[config.mk]
export PLATFORM = sky130hd
export DESIGN_NAME = mastermind_top
export DESIGN_NICKNAME = d
export VERILOG_FILES = /design/src/mastermind_pkg.sv /design/src/peg_entry_fsm.sv /design/src/peg_store.sv /design/src/peg_scorer.sv /design/src/match_tracker.sv /design/src/mastermind_top.sv
export SDC_FILE = /design/constraint.sdc
export NUM_CORES = 1
export LEC_CHECK = 0
export BUFFER_PORTS_ARGS = -buffer_cell sky130_fd_sc_hd__buf_2
export CORE_MARGIN = 1
export CORE_UTILIZATION = 27
export CTS_BUF_LIST = sky130_fd_sc_hd__clkbuf_8
export CTS_CLUSTER_SIZE = 40
export DETAILED_ROUTE_END_ITERATION = 8
export HOLD_SLACK_MARGIN = 0.02
export SLEW_MARGIN = 10
export SYNTH_ARGS = -nofsm -noshare
export SYNTH_HDL_FRONTEND = slang
export SYNTH_SLANG_ARGS = --single-unit
[constraint.sdc]
create_clock -name clock -period 2.45 [get_ports clock]
set_clock_uncertainty 0.1 [all_clocks]
set_input_delay 0.3675 -clock clock [delete_from_list [all_inputs] [get_ports clock]]
set_output_delay 0.3675 -clock clock [all_outputs]
set_load 0.01 [all_outputs]
[src/mastermind_pkg.sv]
`default_nettype none

package mastermind_pkg;

    localparam int PEGS_PER_ROW = 4;

    typedef logic [2:0] colour_t;     // Eight peg colours
    typedef logic [1:0] slot_t;
    typedef logic [2:0] peg_count_t;  // 0 to 4
    typedef logic [3:0] score_t;      // Wraps modulo 16
    typedef logic [3:0] guess_idx_t;

    // Slot 0 sits in the low bits
    typedef struct packed {
        colour_t slot_3;
        colour_t slot_2;
        colour_t slot_1;
        colour_t slot_0;
    } peg_row_t;

    typedef struct packed {
        peg_count_t red;
        peg_count_t white;
    } feedback_t;

    // Each slot has an entry state and a wait-for-release state
    typedef enum logic [4:0] {
        CODE_1,
        CODE_1_WAIT,
        CODE_2,
        CODE_2_WAIT,
        CODE_3,
        CODE_3_WAIT,
        CODE_4,
        CODE_4_WAIT,
        GUESS_1,
        GUESS_1_WAIT,
        GUESS_2,
        GUESS_2_WAIT,
        GUESS_3,
        GUESS_3_WAIT,
        GUESS_4,
        GUESS_4_WAIT,
        SCORE_START,
        SCORE_WAIT
    } entry_state_e;

endpackage

`default_nettype wire

[src/peg_entry_fsm.sv]
`timescale 1ns/1ps
`default_nettype none

module peg_entry_fsm import mastermind_pkg::*; (
    input  wire   clock,
    input  wire   resetn,
    input  wire   load_i,
    input  wire   game_end_i,
    output logic  write_code_o,
    output logic  write_guess_o,
    output slot_t slot_o,
    output logic  score_start_o
);

    // Last cycle of SCORE_WAIT lines up with score_valid from the scorer
    localparam logic [2:0] WAIT_LAST = 3'(PEGS_PER_ROW);

    entry_state_e state_q;
    entry_state_e state_d;
    logic [2:0]   wait_cnt_q;

    always_comb begin
        state_d = state_q;
        case (state_q)
            CODE_1:       state_d = load_i ? CODE_1_WAIT : CODE_1;
            CODE_1_WAIT:  state_d = load_i ? CODE_1_WAIT : CODE_2;
            CODE_2:       state_d = load_i ? CODE_2_WAIT : CODE_2;
            CODE_2_WAIT:  state_d = load_i ? CODE_2_WAIT : CODE_3;
            CODE_3:       state_d = load_i ? CODE_3_WAIT : CODE_3;
            CODE_3_WAIT:  state_d = load_i ? CODE_3_WAIT : CODE_4;
            CODE_4:       state_d = load_i ? CODE_4_WAIT : CODE_4;
            CODE_4_WAIT:  state_d = load_i ? CODE_4_WAIT : GUESS_1;
            GUESS_1:      state_d = load_i ? GUESS_1_WAIT : GUESS_1;
            GUESS_1_WAIT: state_d = load_i ? GUESS_1_WAIT : GUESS_2;
            GUESS_2:      state_d = load_i ? GUESS_2_WAIT : GUESS_2;
            GUESS_2_WAIT: state_d = load_i ? GUESS_2_WAIT : GUESS_3;
            GUESS_3:      state_d = load_i ? GUESS_3_WAIT : GUESS_3;
            GUESS_3_WAIT: state_d = load_i ? GUESS_3_WAIT : GUESS_4;
            GUESS_4:      state_d = load_i ? GUESS_4_WAIT : GUESS_4;
            GUESS_4_WAIT: state_d = load_i ? GUESS_4_WAIT : SCORE_START;
            SCORE_START:  state_d = SCORE_WAIT;
            SCORE_WAIT: begin
                if (wait_cnt_q == WAIT_LAST) begin
                    state_d = game_end_i ? CODE_1 : GUESS_1;
                end
            end
            default:      state_d = CODE_1;
        endcase
    end

    always_ff @(posedge clock) begin
        if (!resetn) begin
            state_q    <= CODE_1;
            wait_cnt_q <= '0;
        end else begin
            state_q <= state_d;
            if (state_q == SCORE_WAIT) begin
                wait_cnt_q <= wait_cnt_q + 3'd1;
            end else begin
                wait_cnt_q <= '0;
            end
        end
    end

    always_comb begin
        case (state_q)
            CODE_1, CODE_1_WAIT, GUESS_1, GUESS_1_WAIT: slot_o = slot_t'(0);
            CODE_2, CODE_2_WAIT, GUESS_2, GUESS_2_WAIT: slot_o = slot_t'(1);
            CODE_3, CODE_3_WAIT, GUESS_3, GUESS_3_WAIT: slot_o = slot_t'(2);
            CODE_4, CODE_4_WAIT, GUESS_4, GUESS_4_WAIT: slot_o = slot_t'(3);
            default:                                    slot_o = slot_t'(0);
        endcase
    end

    // Presses outside entry states are dropped here
    assign write_code_o  = load_i && (state_q inside {CODE_1, CODE_2, CODE_3, CODE_4});
    assign write_guess_o = load_i && (state_q inside {GUESS_1, GUESS_2, GUESS_3, GUESS_4});
    assign score_start_o = (state_q == SCORE_START);

    a_one_write: assert property (
        @(posedge clock) disable iff (!resetn)
        !(write_code_o && write_guess_o)
    );

endmodule

`default_nettype wire

[src/peg_store.sv]
`timescale 1ns/1ps
`default_nettype none

module peg_store import mastermind_pkg::*; (
    input  wire      clock,
    input  wire      resetn,
    input  colour_t  colour_i,
    input  wire      write_code_i,
    input  wire      write_guess_i,
    input  slot_t    slot_i,
    output peg_row_t code_o,
    output peg_row_t guess_o
);

    peg_row_t code_q;
    peg_row_t guess_q;

    always_ff @(posedge clock) begin
        if (!resetn) begin
            code_q  <= '0;
            guess_q <= '0;
        end else if (write_code_i) begin
            case (slot_i)
                2'd0:    code_q.slot_0 <= colour_i;
                2'd1:    code_q.slot_1 <= colour_i;
                2'd2:    code_q.slot_2 <= colour_i;
                default: code_q.slot_3 <= colour_i;
            endcase
        end else if (write_guess_i) begin
            case (slot_i)
                2'd0:    guess_q.slot_0 <= colour_i;
                2'd1:    guess_q.slot_1 <= colour_i;
                2'd2:    guess_q.slot_2 <= colour_i;
                default: guess_q.slot_3 <= colour_i;
            endcase
        end
    end

    assign code_o  = code_q;
    assign guess_o = guess_q;

endmodule

`default_nettype wire

[src/peg_scorer.sv]
`timescale 1ns/1ps
`default_nettype none

module peg_scorer import mastermind_pkg::*; (
    input  wire       clock,
    input  wire       resetn,
    input  wire       start_i,
    input  peg_row_t  code_i,
    input  peg_row_t  guess_i,
    output feedback_t feedback_o,
    output logic      score_valid_o
);

    colour_t                 code_c  [PEGS_PER_ROW];
    colour_t                 guess_c [PEGS_PER_ROW];
    logic [PEGS_PER_ROW-1:0] exact;
    logic [PEGS_PER_ROW-1:0] used_q;   // Guess slots already paired as white
    slot_t                   idx_q;    // Code slot under compare
    logic                    busy_q;
    logic                    valid_q;
    feedback_t               fb_q;
    logic                    hit;
    slot_t                   hit_slot;

    assign code_c[0]  = code_i.slot_0;
    assign code_c[1]  = code_i.slot_1;
    assign code_c[2]  = code_i.slot_2;
    assign code_c[3]  = code_i.slot_3;
    assign guess_c[0] = guess_i.slot_0;
    assign guess_c[1] = guess_i.slot_1;
    assign guess_c[2] = guess_i.slot_2;
    assign guess_c[3] = guess_i.slot_3;

    for (genvar k = 0; k < PEGS_PER_ROW; k++) begin : g_exact
        assign exact[k] = (code_c[k] == guess_c[k]);
    end

    // Walks down so the lowest free matching slot wins
    always_comb begin
        hit      = 1'b0;
        hit_slot = '0;
        for (int j = PEGS_PER_ROW - 1; j >= 0; j--) begin
            if (!exact[j] && !used_q[j] && (guess_c[j] == code_c[idx_q])) begin
                hit      = 1'b1;
                hit_slot = slot_t'(j);
            end
        end
    end

    always_ff @(posedge clock) begin
        if (!resetn) begin
            busy_q  <= 1'b0;
            valid_q <= 1'b0;
            idx_q   <= '0;
            used_q  <= '0;
            fb_q    <= '0;
        end else begin
            valid_q <= 1'b0;
            if (start_i) begin
                busy_q <= 1'b1;
                idx_q  <= '0;
                used_q <= '0;
                fb_q   <= '0;
            end else if (busy_q) begin
                if (exact[idx_q]) begin
                    fb_q.red <= fb_q.red + 3'd1;
                end else if (hit) begin
                    used_q[hit_slot] <= 1'b1;
                    fb_q.white       <= fb_q.white + 3'd1;
                end
                idx_q <= idx_q + 2'd1;
                if (idx_q == slot_t'(PEGS_PER_ROW - 1)) begin
                    busy_q  <= 1'b0;
                    valid_q <= 1'b1;   // Fifth cycle after start
                end
            end
        end
    end

    assign feedback_o    = fb_q;
    assign score_valid_o = valid_q;

    a_peg_total: assert property (
        @(posedge clock) disable iff (!resetn)
        score_valid_o |-> (feedback_o.red + feedback_o.white <= PEGS_PER_ROW)
    );

endmodule

`default_nettype wire

[src/match_tracker.sv]
`timescale 1ns/1ps
`default_nettype none

module match_tracker import mastermind_pkg::*; #(
    parameter int MAX_GUESSES = 8
) (
    input  wire        clock,
    input  wire        resetn,
    input  feedback_t  feedback_i,
    input  wire        score_valid_i,
    output logic       game_end_o,
    output guess_idx_t guess_count_o,
    output score_t     score_one_o,
    output score_t     score_two_o,
    output logic       one_sets_code_o
);

    localparam guess_idx_t LAST_GUESS = guess_idx_t'(MAX_GUESSES - 1);

    guess_idx_t count_q;
    score_t     score_one_q;
    score_t     score_two_q;
    logic       one_sets_q;
    logic       win;

    assign win        = (feedback_i.red == peg_count_t'(PEGS_PER_ROW));
    assign game_end_o = score_valid_i && (win || (count_q == LAST_GUESS));

    always_ff @(posedge clock) begin
        if (!resetn) begin
            count_q     <= '0;
            score_one_q <= '0;
            score_two_q <= '0;
            one_sets_q  <= 1'b1;
        end else if (score_valid_i) begin
            if (!win) begin   // Setter is paid for every miss
                if (one_sets_q) begin
                    score_one_q <= score_one_q + 4'd1;
                end else begin
                    score_two_q <= score_two_q + 4'd1;
                end
            end
            if (game_end_o) begin
                count_q    <= '0;
                one_sets_q <= !one_sets_q;   // Roles swap
            end else begin
                count_q <= count_q + 4'd1;
            end
        end
    end

    assign guess_count_o   = count_q;
    assign score_one_o     = score_one_q;
    assign score_two_o     = score_two_q;
    assign one_sets_code_o = one_sets_q;

    a_count_range: assert property (
        @(posedge clock) disable iff (!resetn)
        guess_count_o < MAX_GUESSES
    );

endmodule

`default_nettype wire

[src/mastermind_top.sv]
`timescale 1ns/1ps
`default_nettype none

module mastermind_top import mastermind_pkg::*; #(
    parameter int MAX_GUESSES = 8
) (
    input  wire        clock,
    input  wire        resetn,
    input  colour_t    colour_i,
    input  wire        load_i,
    output feedback_t  feedback_o,
    output logic       score_valid_o,
    output guess_idx_t guess_count_o,
    output score_t     score_one_o,
    output score_t     score_two_o,
    output logic       one_sets_code_o
);

    logic     write_code;
    logic     write_guess;
    slot_t    slot;
    logic     score_start;
    logic     game_end;
    peg_row_t code;
    peg_row_t guess;

    peg_entry_fsm u_peg_entry_fsm (
        .clock         (clock),
        .resetn        (resetn),
        .load_i        (load_i),
        .game_end_i    (game_end),
        .write_code_o  (write_code),
        .write_guess_o (write_guess),
        .slot_o        (slot),
        .score_start_o (score_start)
    );

    peg_store u_peg_store (
        .clock         (clock),
        .resetn        (resetn),
        .colour_i      (colour_i),
        .write_code_i  (write_code),
        .write_guess_i (write_guess),
        .slot_i        (slot),
        .code_o        (code),
        .guess_o       (guess)
    );

    peg_scorer u_peg_scorer (
        .clock         (clock),
        .resetn        (resetn),
        .start_i       (score_start),
        .code_i        (code),
        .guess_i       (guess),
        .feedback_o    (feedback_o),
        .score_valid_o (score_valid_o)
    );

    match_tracker #(
        .MAX_GUESSES (MAX_GUESSES)
    ) u_match_tracker (
        .clock           (clock),
        .resetn          (resetn),
        .feedback_i      (feedback_o),
        .score_valid_i   (score_valid_o),
        .game_end_o      (game_end),
        .guess_count_o   (guess_count_o),
        .score_one_o     (score_one_o),
        .score_two_o     (score_two_o),
        .one_sets_code_o (one_sets_code_o)
    );

endmodule

`default_nettype wire

==> results.sh, run 1 <==
export IMPL_synth_top_area_share=0.414
export IMPL_synth_commonest_cells="61 x dfxtp_1, 31 x xnor2_1, 29 x nor2b_1, 28 x mux2i_1, 20 x nand2_1"
export IMPL_gp_congestion=0.815
export IMPL_path_clk_slew_ns=0.07
export IMPL_path_class="reg2reg"
export IMPL_vias_per_cell=4.52
export IMPL_wl_per_cell_um=12.3
export IMPL_drtIter0Drc=94
export IMPL_core_mm2=0.0105
export IMPL_arrival_ns=2.22
export IMPL_cts_root_buffer="clkbuf_8"
export IMPL_fin_tns_setup_ns=0
export IMPL_drive_gt1_frac=0.171
export IMPL_worstMarginPinSlew_ns=0.602
export IMPL_design_area_mm2=0.00343
export IMPL_cts_sinks=61
export IMPL_vias=2124
export IMPL_outcome="completed"
export IMPL_syn_num_nets=318
export IMPL_powerDensity_mw_per_mm2=612
export IMPL_grtUsageTotal=0.113
export IMPL_drt_wl_total_um=5800
export IMPL_finalNetCount=344
export IMPL_grt_pass1_vias=2048
export IMPL_dr_pass1_iters=4
export IMPL_placed_area_mm2=0.00321
export IMPL_cp_start_kind="flip-flop"
export IMPL_synth_enable_flop_cells=0
export IMPL_ant_nets=0
export IMPL_fmax_ghz=0.479
export IMPL_yosys_most_used_dff="dfxtp_1"
export IMPL_ys_warn_count=0
export IMPL_finalMaxSlewViolations=0
export IMPL_worstSkewPairLatency_ns=0.34
export IMPL_yosys_area_top_type="dfxtp_1"
export IMPL_rsz0062_at_grt="no"
export IMPL_p_leak_uw=0.00145
export IMPL_cts_resized=0
export IMPL_hp_class="in2reg"
export IMPL_rows=37
export IMPL_antenna_found_initial=0
export IMPL_grt_max_degree=31
export IMPL_netlist_area_mm2=0.00295
export IMPL_setup_violations=0
export IMPL_netlist_instances=303
export IMPL_critPathCaptureType="flip-flop"
export IMPL_ios=26
export IMPL_grt_first_pass_wirelength_um=9850
export IMPL_synth_area_per_cell_um2=9.72
export IMPL_cts_tree="built"
export IMPL_cts_setup_buffers=0
export IMPL_area_growth_pct=16.5
export IMPL_htreeDepth=3
export IMPL_finalCriticalPeriod_ns=2.09
export IMPL_synthTopCellsByArea="dfxtp_1 41%, mux2i_1 9.5%, xnor2_1 9.2%"
export IMPL_maxCapViolations=0
export IMPL_die_w_um=106
export IMPL_max_slew_margin_rel=0.598
export IMPL_synth_most_common_cell="dfxtp_1"
export IMPL_portBuffers=25
export IMPL_ys_seq_elements=61
export IMPL_diodes=0
export IMPL_period_share=0.852
export IMPL_grt_overflow=0
export IMPL_crit_fanout=4
export IMPL_die_height_um=106
export IMPL_drc=0
export IMPL_cp_required_ns=2.59
export IMPL_start_util=0.282
export IMPL_place_hpwl_um=4390
export IMPL_ctsHoldBuffers=0
export IMPL_ir_drop_uv=247
export IMPL_clockBufferDepth=2
export IMPL_ys_seq_area_frac=0.414
export IMPL_cts_buffers=9
export IMPL_synthArstFlopShare=0
export IMPL_die_area_mm2=0.0113
export IMPL_hold_viol=0
export IMPL_yosysUniqueCellTypes=38
## worst max-delay path: stages, from the launching register on
cell and delay [ns]:
dfxtp_1 0.44, mux4_2 0.64, xnor2_1 0.18, nand4_1 0.17
nand4_2 0.17, a31oi_1 0.10, a41o_1 0.20
## report_power, final
part	leakage [uW]	switching [uW]	internal (uW)
combinational	0.000846	57.8	48.7
sequential	0.000492	9.37	999
clock	0.000110	408	577
## registers in the layout, indices dropped and copies added (netlist names), named ones only
register                         count
u_match_tracker.guess_count_o        4
u_match_tracker.one_sets_code_o      1
u_match_tracker.score_one_o          4
u_match_tracker.score_two_o          4
u_peg_entry_fsm.state_q              5
u_peg_entry_fsm.wait_cnt_q           3
u_peg_scorer.busy_q                  1
u_peg_scorer.feedback_o              6
u_peg_scorer.idx_q                   2
u_peg_scorer.score_valid_o           1
u_peg_scorer.used_q                  4
u_peg_store.code_o                  12
u_peg_store.guess_o                 12
## metrics by stage
step           std cells   util  setup WS (ns)  hold WS [ns]  total power (uW)
4_1_cts              470  0.328          0.354         0.195              2130
3_3_place_gp         454  0.307          0.433         0.326              1140
2_1_floorplan        303      -          0.478         0.317              1110
6_report             470  0.328          0.362         0.209              2100
3_5_place_dp         454  0.307          0.354         0.342              1140
5_1_grt              470  0.328          0.217         0.217              2190
## final cells by class
class	count	area (um2)
fill	1119	7030
sequential	61	1220
inverter	8	30.0
clock inverter	7	98.8
clock buffer	9	124
timing repair buffer	29	155
multi-input combinational	220	1630
tap	136	170
## metal layers
metal	up-vias	GRT usage	wire (um)
li1	1079	-	-
met1	1004	0.136	2790
met2	35	0.186	2720
met3	6	0.0399	226
met4	0	0.0411	62
met5	-	0	0
## cells in the final DEF (no fill, tap or decap), types with 6 or more instances in the layout
cell type / netlist / layout
o21a_1: 6 / 6
xor2_1: 6 / 6
nor2_1: 19 / 19
nor2b_1: 29 / 29
nand3_1: 17 / 17
nand4_1: 9 / 9
buf_2: 1 / 25
nand2_1: 20 / 20
inv_1: 8 / 8
and2_1: 6 / 6
xnor2_1: 31 / 31
ha_1: 9 / 9
mux2i_1: 28 / 28
dfxtp_1: 61 / 61
clkbuf_8: 0 / 9
## path summary, 6_finish.rpt
kind / startpoint / endpoint / slack [ns] / cells after the start
worst min-delay path: resetn / u_match_tracker.one_sets_code_o / 0.21 / 2
worst min register to register: u_peg_entry_fsm.wait_cnt_q[0] / u_peg_entry_fsm.wait_cnt_q[0] / 0.36 / 1
worst max register to register: u_peg_scorer.idx_q[0] / u_peg_scorer.feedback_o[2] / 0.36 / 6
worst max-delay path: u_peg_scorer.idx_q[0] / u_peg_scorer.feedback_o[2] / 0.36 / 6
## kinds of logic (layout without fill, tap and decap cells)
family	after synthesis	count (layout)	share of synthesized area
simple gates	118	118	0.219
mux	32	32	0.126
fa+ha+maj	9	9	0.0382
buf+inv	22	53	0.0310
compound gates	22	22	0.0505
xor+xnor	39	39	0.121
flops	61	61	0.414
Note: power is estimated with default switching activity, not from simulation.
==> run 2: changes to the inputs <==
- CORE_MARGIN: 1 -> 1.5
- SLEW_MARGIN: 10 -> not set
- clock period: 2.45 -> 1.8 ns (I/O delays scaled with it)
==> run 2 against run 1 <==
  * Power grew 32%
  * The run now ends with negative setup slack left
  * Largest power group unchanged
  * First-iteration DRC count grew 11%
  * Cell area grew 10%
  * Global-route usage grew 0.57 points
  * Wire length grew 9.5%
==> results.sh, run 2 (same netlist as run 1, synthesis figures left out) <==
export IMPL_cts_tree="built"
export IMPL_path_class="reg2reg"
export IMPL_pre_cts_ws_ns=-0.229
export IMPL_crit_path_start="u_peg_scorer.idx_q[0]"
export IMPL_grtUsageTotal=0.119
export IMPL_finalCriticalPeriod_ns=2.02
export IMPL_cpMostUsedCell="nand4_2"
export IMPL_worstMarginPinSlew_ns=0.318
export IMPL_final_common_cell="dfxtp_1"
export IMPL_area_growth_pct=28.5
export IMPL_p_total_uw=2770
export IMPL_drtIter0Drc=104
export IMPL_fmax_ghz=0.496
export IMPL_gp_congestion=0.804
export IMPL_grt_overflow=0
export IMPL_crit_fanout=4
export IMPL_arrival_ns=2.15
export IMPL_grt_max_degree=26
export IMPL_finalNetCount=370
export IMPL_powerDensity_mw_per_mm2=732
export IMPL_period_share=1.12
export IMPL_ios=26
export IMPL_die_w_um=107
export IMPL_reg2reg_depth=6
export IMPL_hp_class="in2reg"
export IMPL_die_area_mm2=0.0115
export IMPL_critPathCaptureType="flip-flop"
export IMPL_path_clk_slew_ns=0.08
export IMPL_setup_violations=10
export IMPL_cp_start_kind="flip-flop"
export IMPL_die_height_um=107
export IMPL_htreeDepth=3
export IMPL_max_slew_margin_rel=0.786
export IMPL_hold_viol=0
export IMPL_ant_nets=0
export IMPL_vias_per_cell=4.55
export IMPL_crit_chain="mux4_2 -> xnor2_2 -> nand4_2 -> nand4_2 -> a31oi_1 -> a41o_1"
export IMPL_worstSkewPairLatency_ns=0.35
export IMPL_start_util=0.282
export IMPL_grt_first_pass_wirelength_um=10600
export IMPL_cts_root_buffer="clkbuf_8"
export IMPL_diodes=0
export IMPL_fin_util=0.362
export IMPL_design_area_mm2=0.00379
export IMPL_p_leak_uw=0.00160
export IMPL_rows=37
export IMPL_clockBufferDepth=2
export IMPL_dp_cells=479
export IMPL_ir_drop_uv=319
export IMPL_drive_gt1_frac=0.356
export IMPL_slowest_stage="mux4_2"
export IMPL_cts_sinks=61
export IMPL_cp_required_ns=1.93
export IMPL_ctsHoldBuffers=0
export IMPL_r2r_slack_ns=-0.22
export IMPL_final_cell_mix="36 x dfxtp_1, 29 x nor2b_1, 29 x buf_4"
export IMPL_placed_area_mm2=0.00344
export IMPL_worst_slack_ns=-0.215
export IMPL_rsz0062_at_grt="yes"
export IMPL_drt_wl_total_um=6360
export IMPL_vias=2259
export IMPL_maxCapViolations=0
export IMPL_dr_pass1_iters=4
export IMPL_grt_pass1_vias=2190
export IMPL_final_cells=496
export IMPL_portBuffers=25
export IMPL_violations="negative setup slack"
export IMPL_r2r_end="u_peg_scorer.feedback_o[2]"
export IMPL_outcome="complete, but fails checks"
export IMPL_finalMaxSlewViolations=0
export IMPL_place_hpwl_um=4680
export IMPL_endpoint="u_peg_scorer.feedback_o[2]"
export IMPL_cts_buffers=9
export IMPL_drc=0
export IMPL_r2r_start="u_peg_scorer.idx_q[0]"
export IMPL_wl_per_cell_um=12.8
export IMPL_core_mm2=0.0105
export IMPL_cp_slowest_stage_delay_ns=0.62
export IMPL_antenna_found_initial=0
==> run 2: power by group <==
part / switching [uW] / internal [uW] / leakage (uW)
Sequential: 15.5 / 1360 / 0.000505
Combinational: 87.1 / 84.8 / 0.00101
Clock: 589 / 640 / 0.0000837
==> run 2: through the flow <==
stage / hold WS, ns / setup TNS, ns
3_5_place_dp: 0.339 / -1.49
4_1_cts: 0.176 / -1.36
6_report: 0.176 / -1.36
5_1_grt: 0.190 / -2.38
2_1_floorplan: 0.317 / -0.608
3_3_place_gp: 0.324 / -1.34
==> run 2: metal layers <==
metal  vias to the layer above  GRT usage  wire length, um
met4                         0     0.0395               87
li1                       1131          -                -
met3                         8     0.0400              255
met2                        37      0.197             3040
met1                      1083      0.144             2970
met5                         -          0                0
==> run 2: what timing repair did <==
item | in CTS | in global routing
endpoints found under the setup margin | 10 | 11
buffers inserted | 2 | 0
resized for setup | 24 | 10
pin swaps | 14 | 5
==> run 2: critical path: cells and delay by family, from the launching register on <==
family / cells / cell delay, ns
flops: 1 / 0.38
compound gates: 2 / 0.29
mux: 1 / 0.62
simple gates: 2 / 0.34
xor+xnor: 1 / 0.17
==> run 2: cell type report <==
type                       instances  area [um2]
inverter                           8        30.0
fill                            1066        6680
clock inverter                     7        76.3
clock buffer                       9         124
timing repair buffer              55         354
sequential                        61        1260
tap                              136         170
multi-input combinational        220        1770
==> run 2: worst min-delay path by stage <==
stage | from | to | slack (ns) | depth (start not counted)
6_report | colour_i[1] | u_peg_store.code_o[1] | 0.18 | 3
4_1_cts | colour_i[0] | u_peg_store.code_o[0] | 0.18 | 3
3_5_place_dp | u_peg_entry_fsm.wait_cnt_q[0] | u_peg_entry_fsm.wait_cnt_q[0] | 0.34 | 1
5_1_grt | colour_i[0] | u_peg_store.code_o[0] | 0.19 | 3
3_3_place_gp | u_peg_entry_fsm.wait_cnt_q[0] | u_peg_entry_fsm.wait_cnt_q[0] | 0.32 | 1
2_1_floorplan | u_peg_entry_fsm.wait_cnt_q[0] | u_peg_entry_fsm.wait_cnt_q[0] | 0.32 | 1
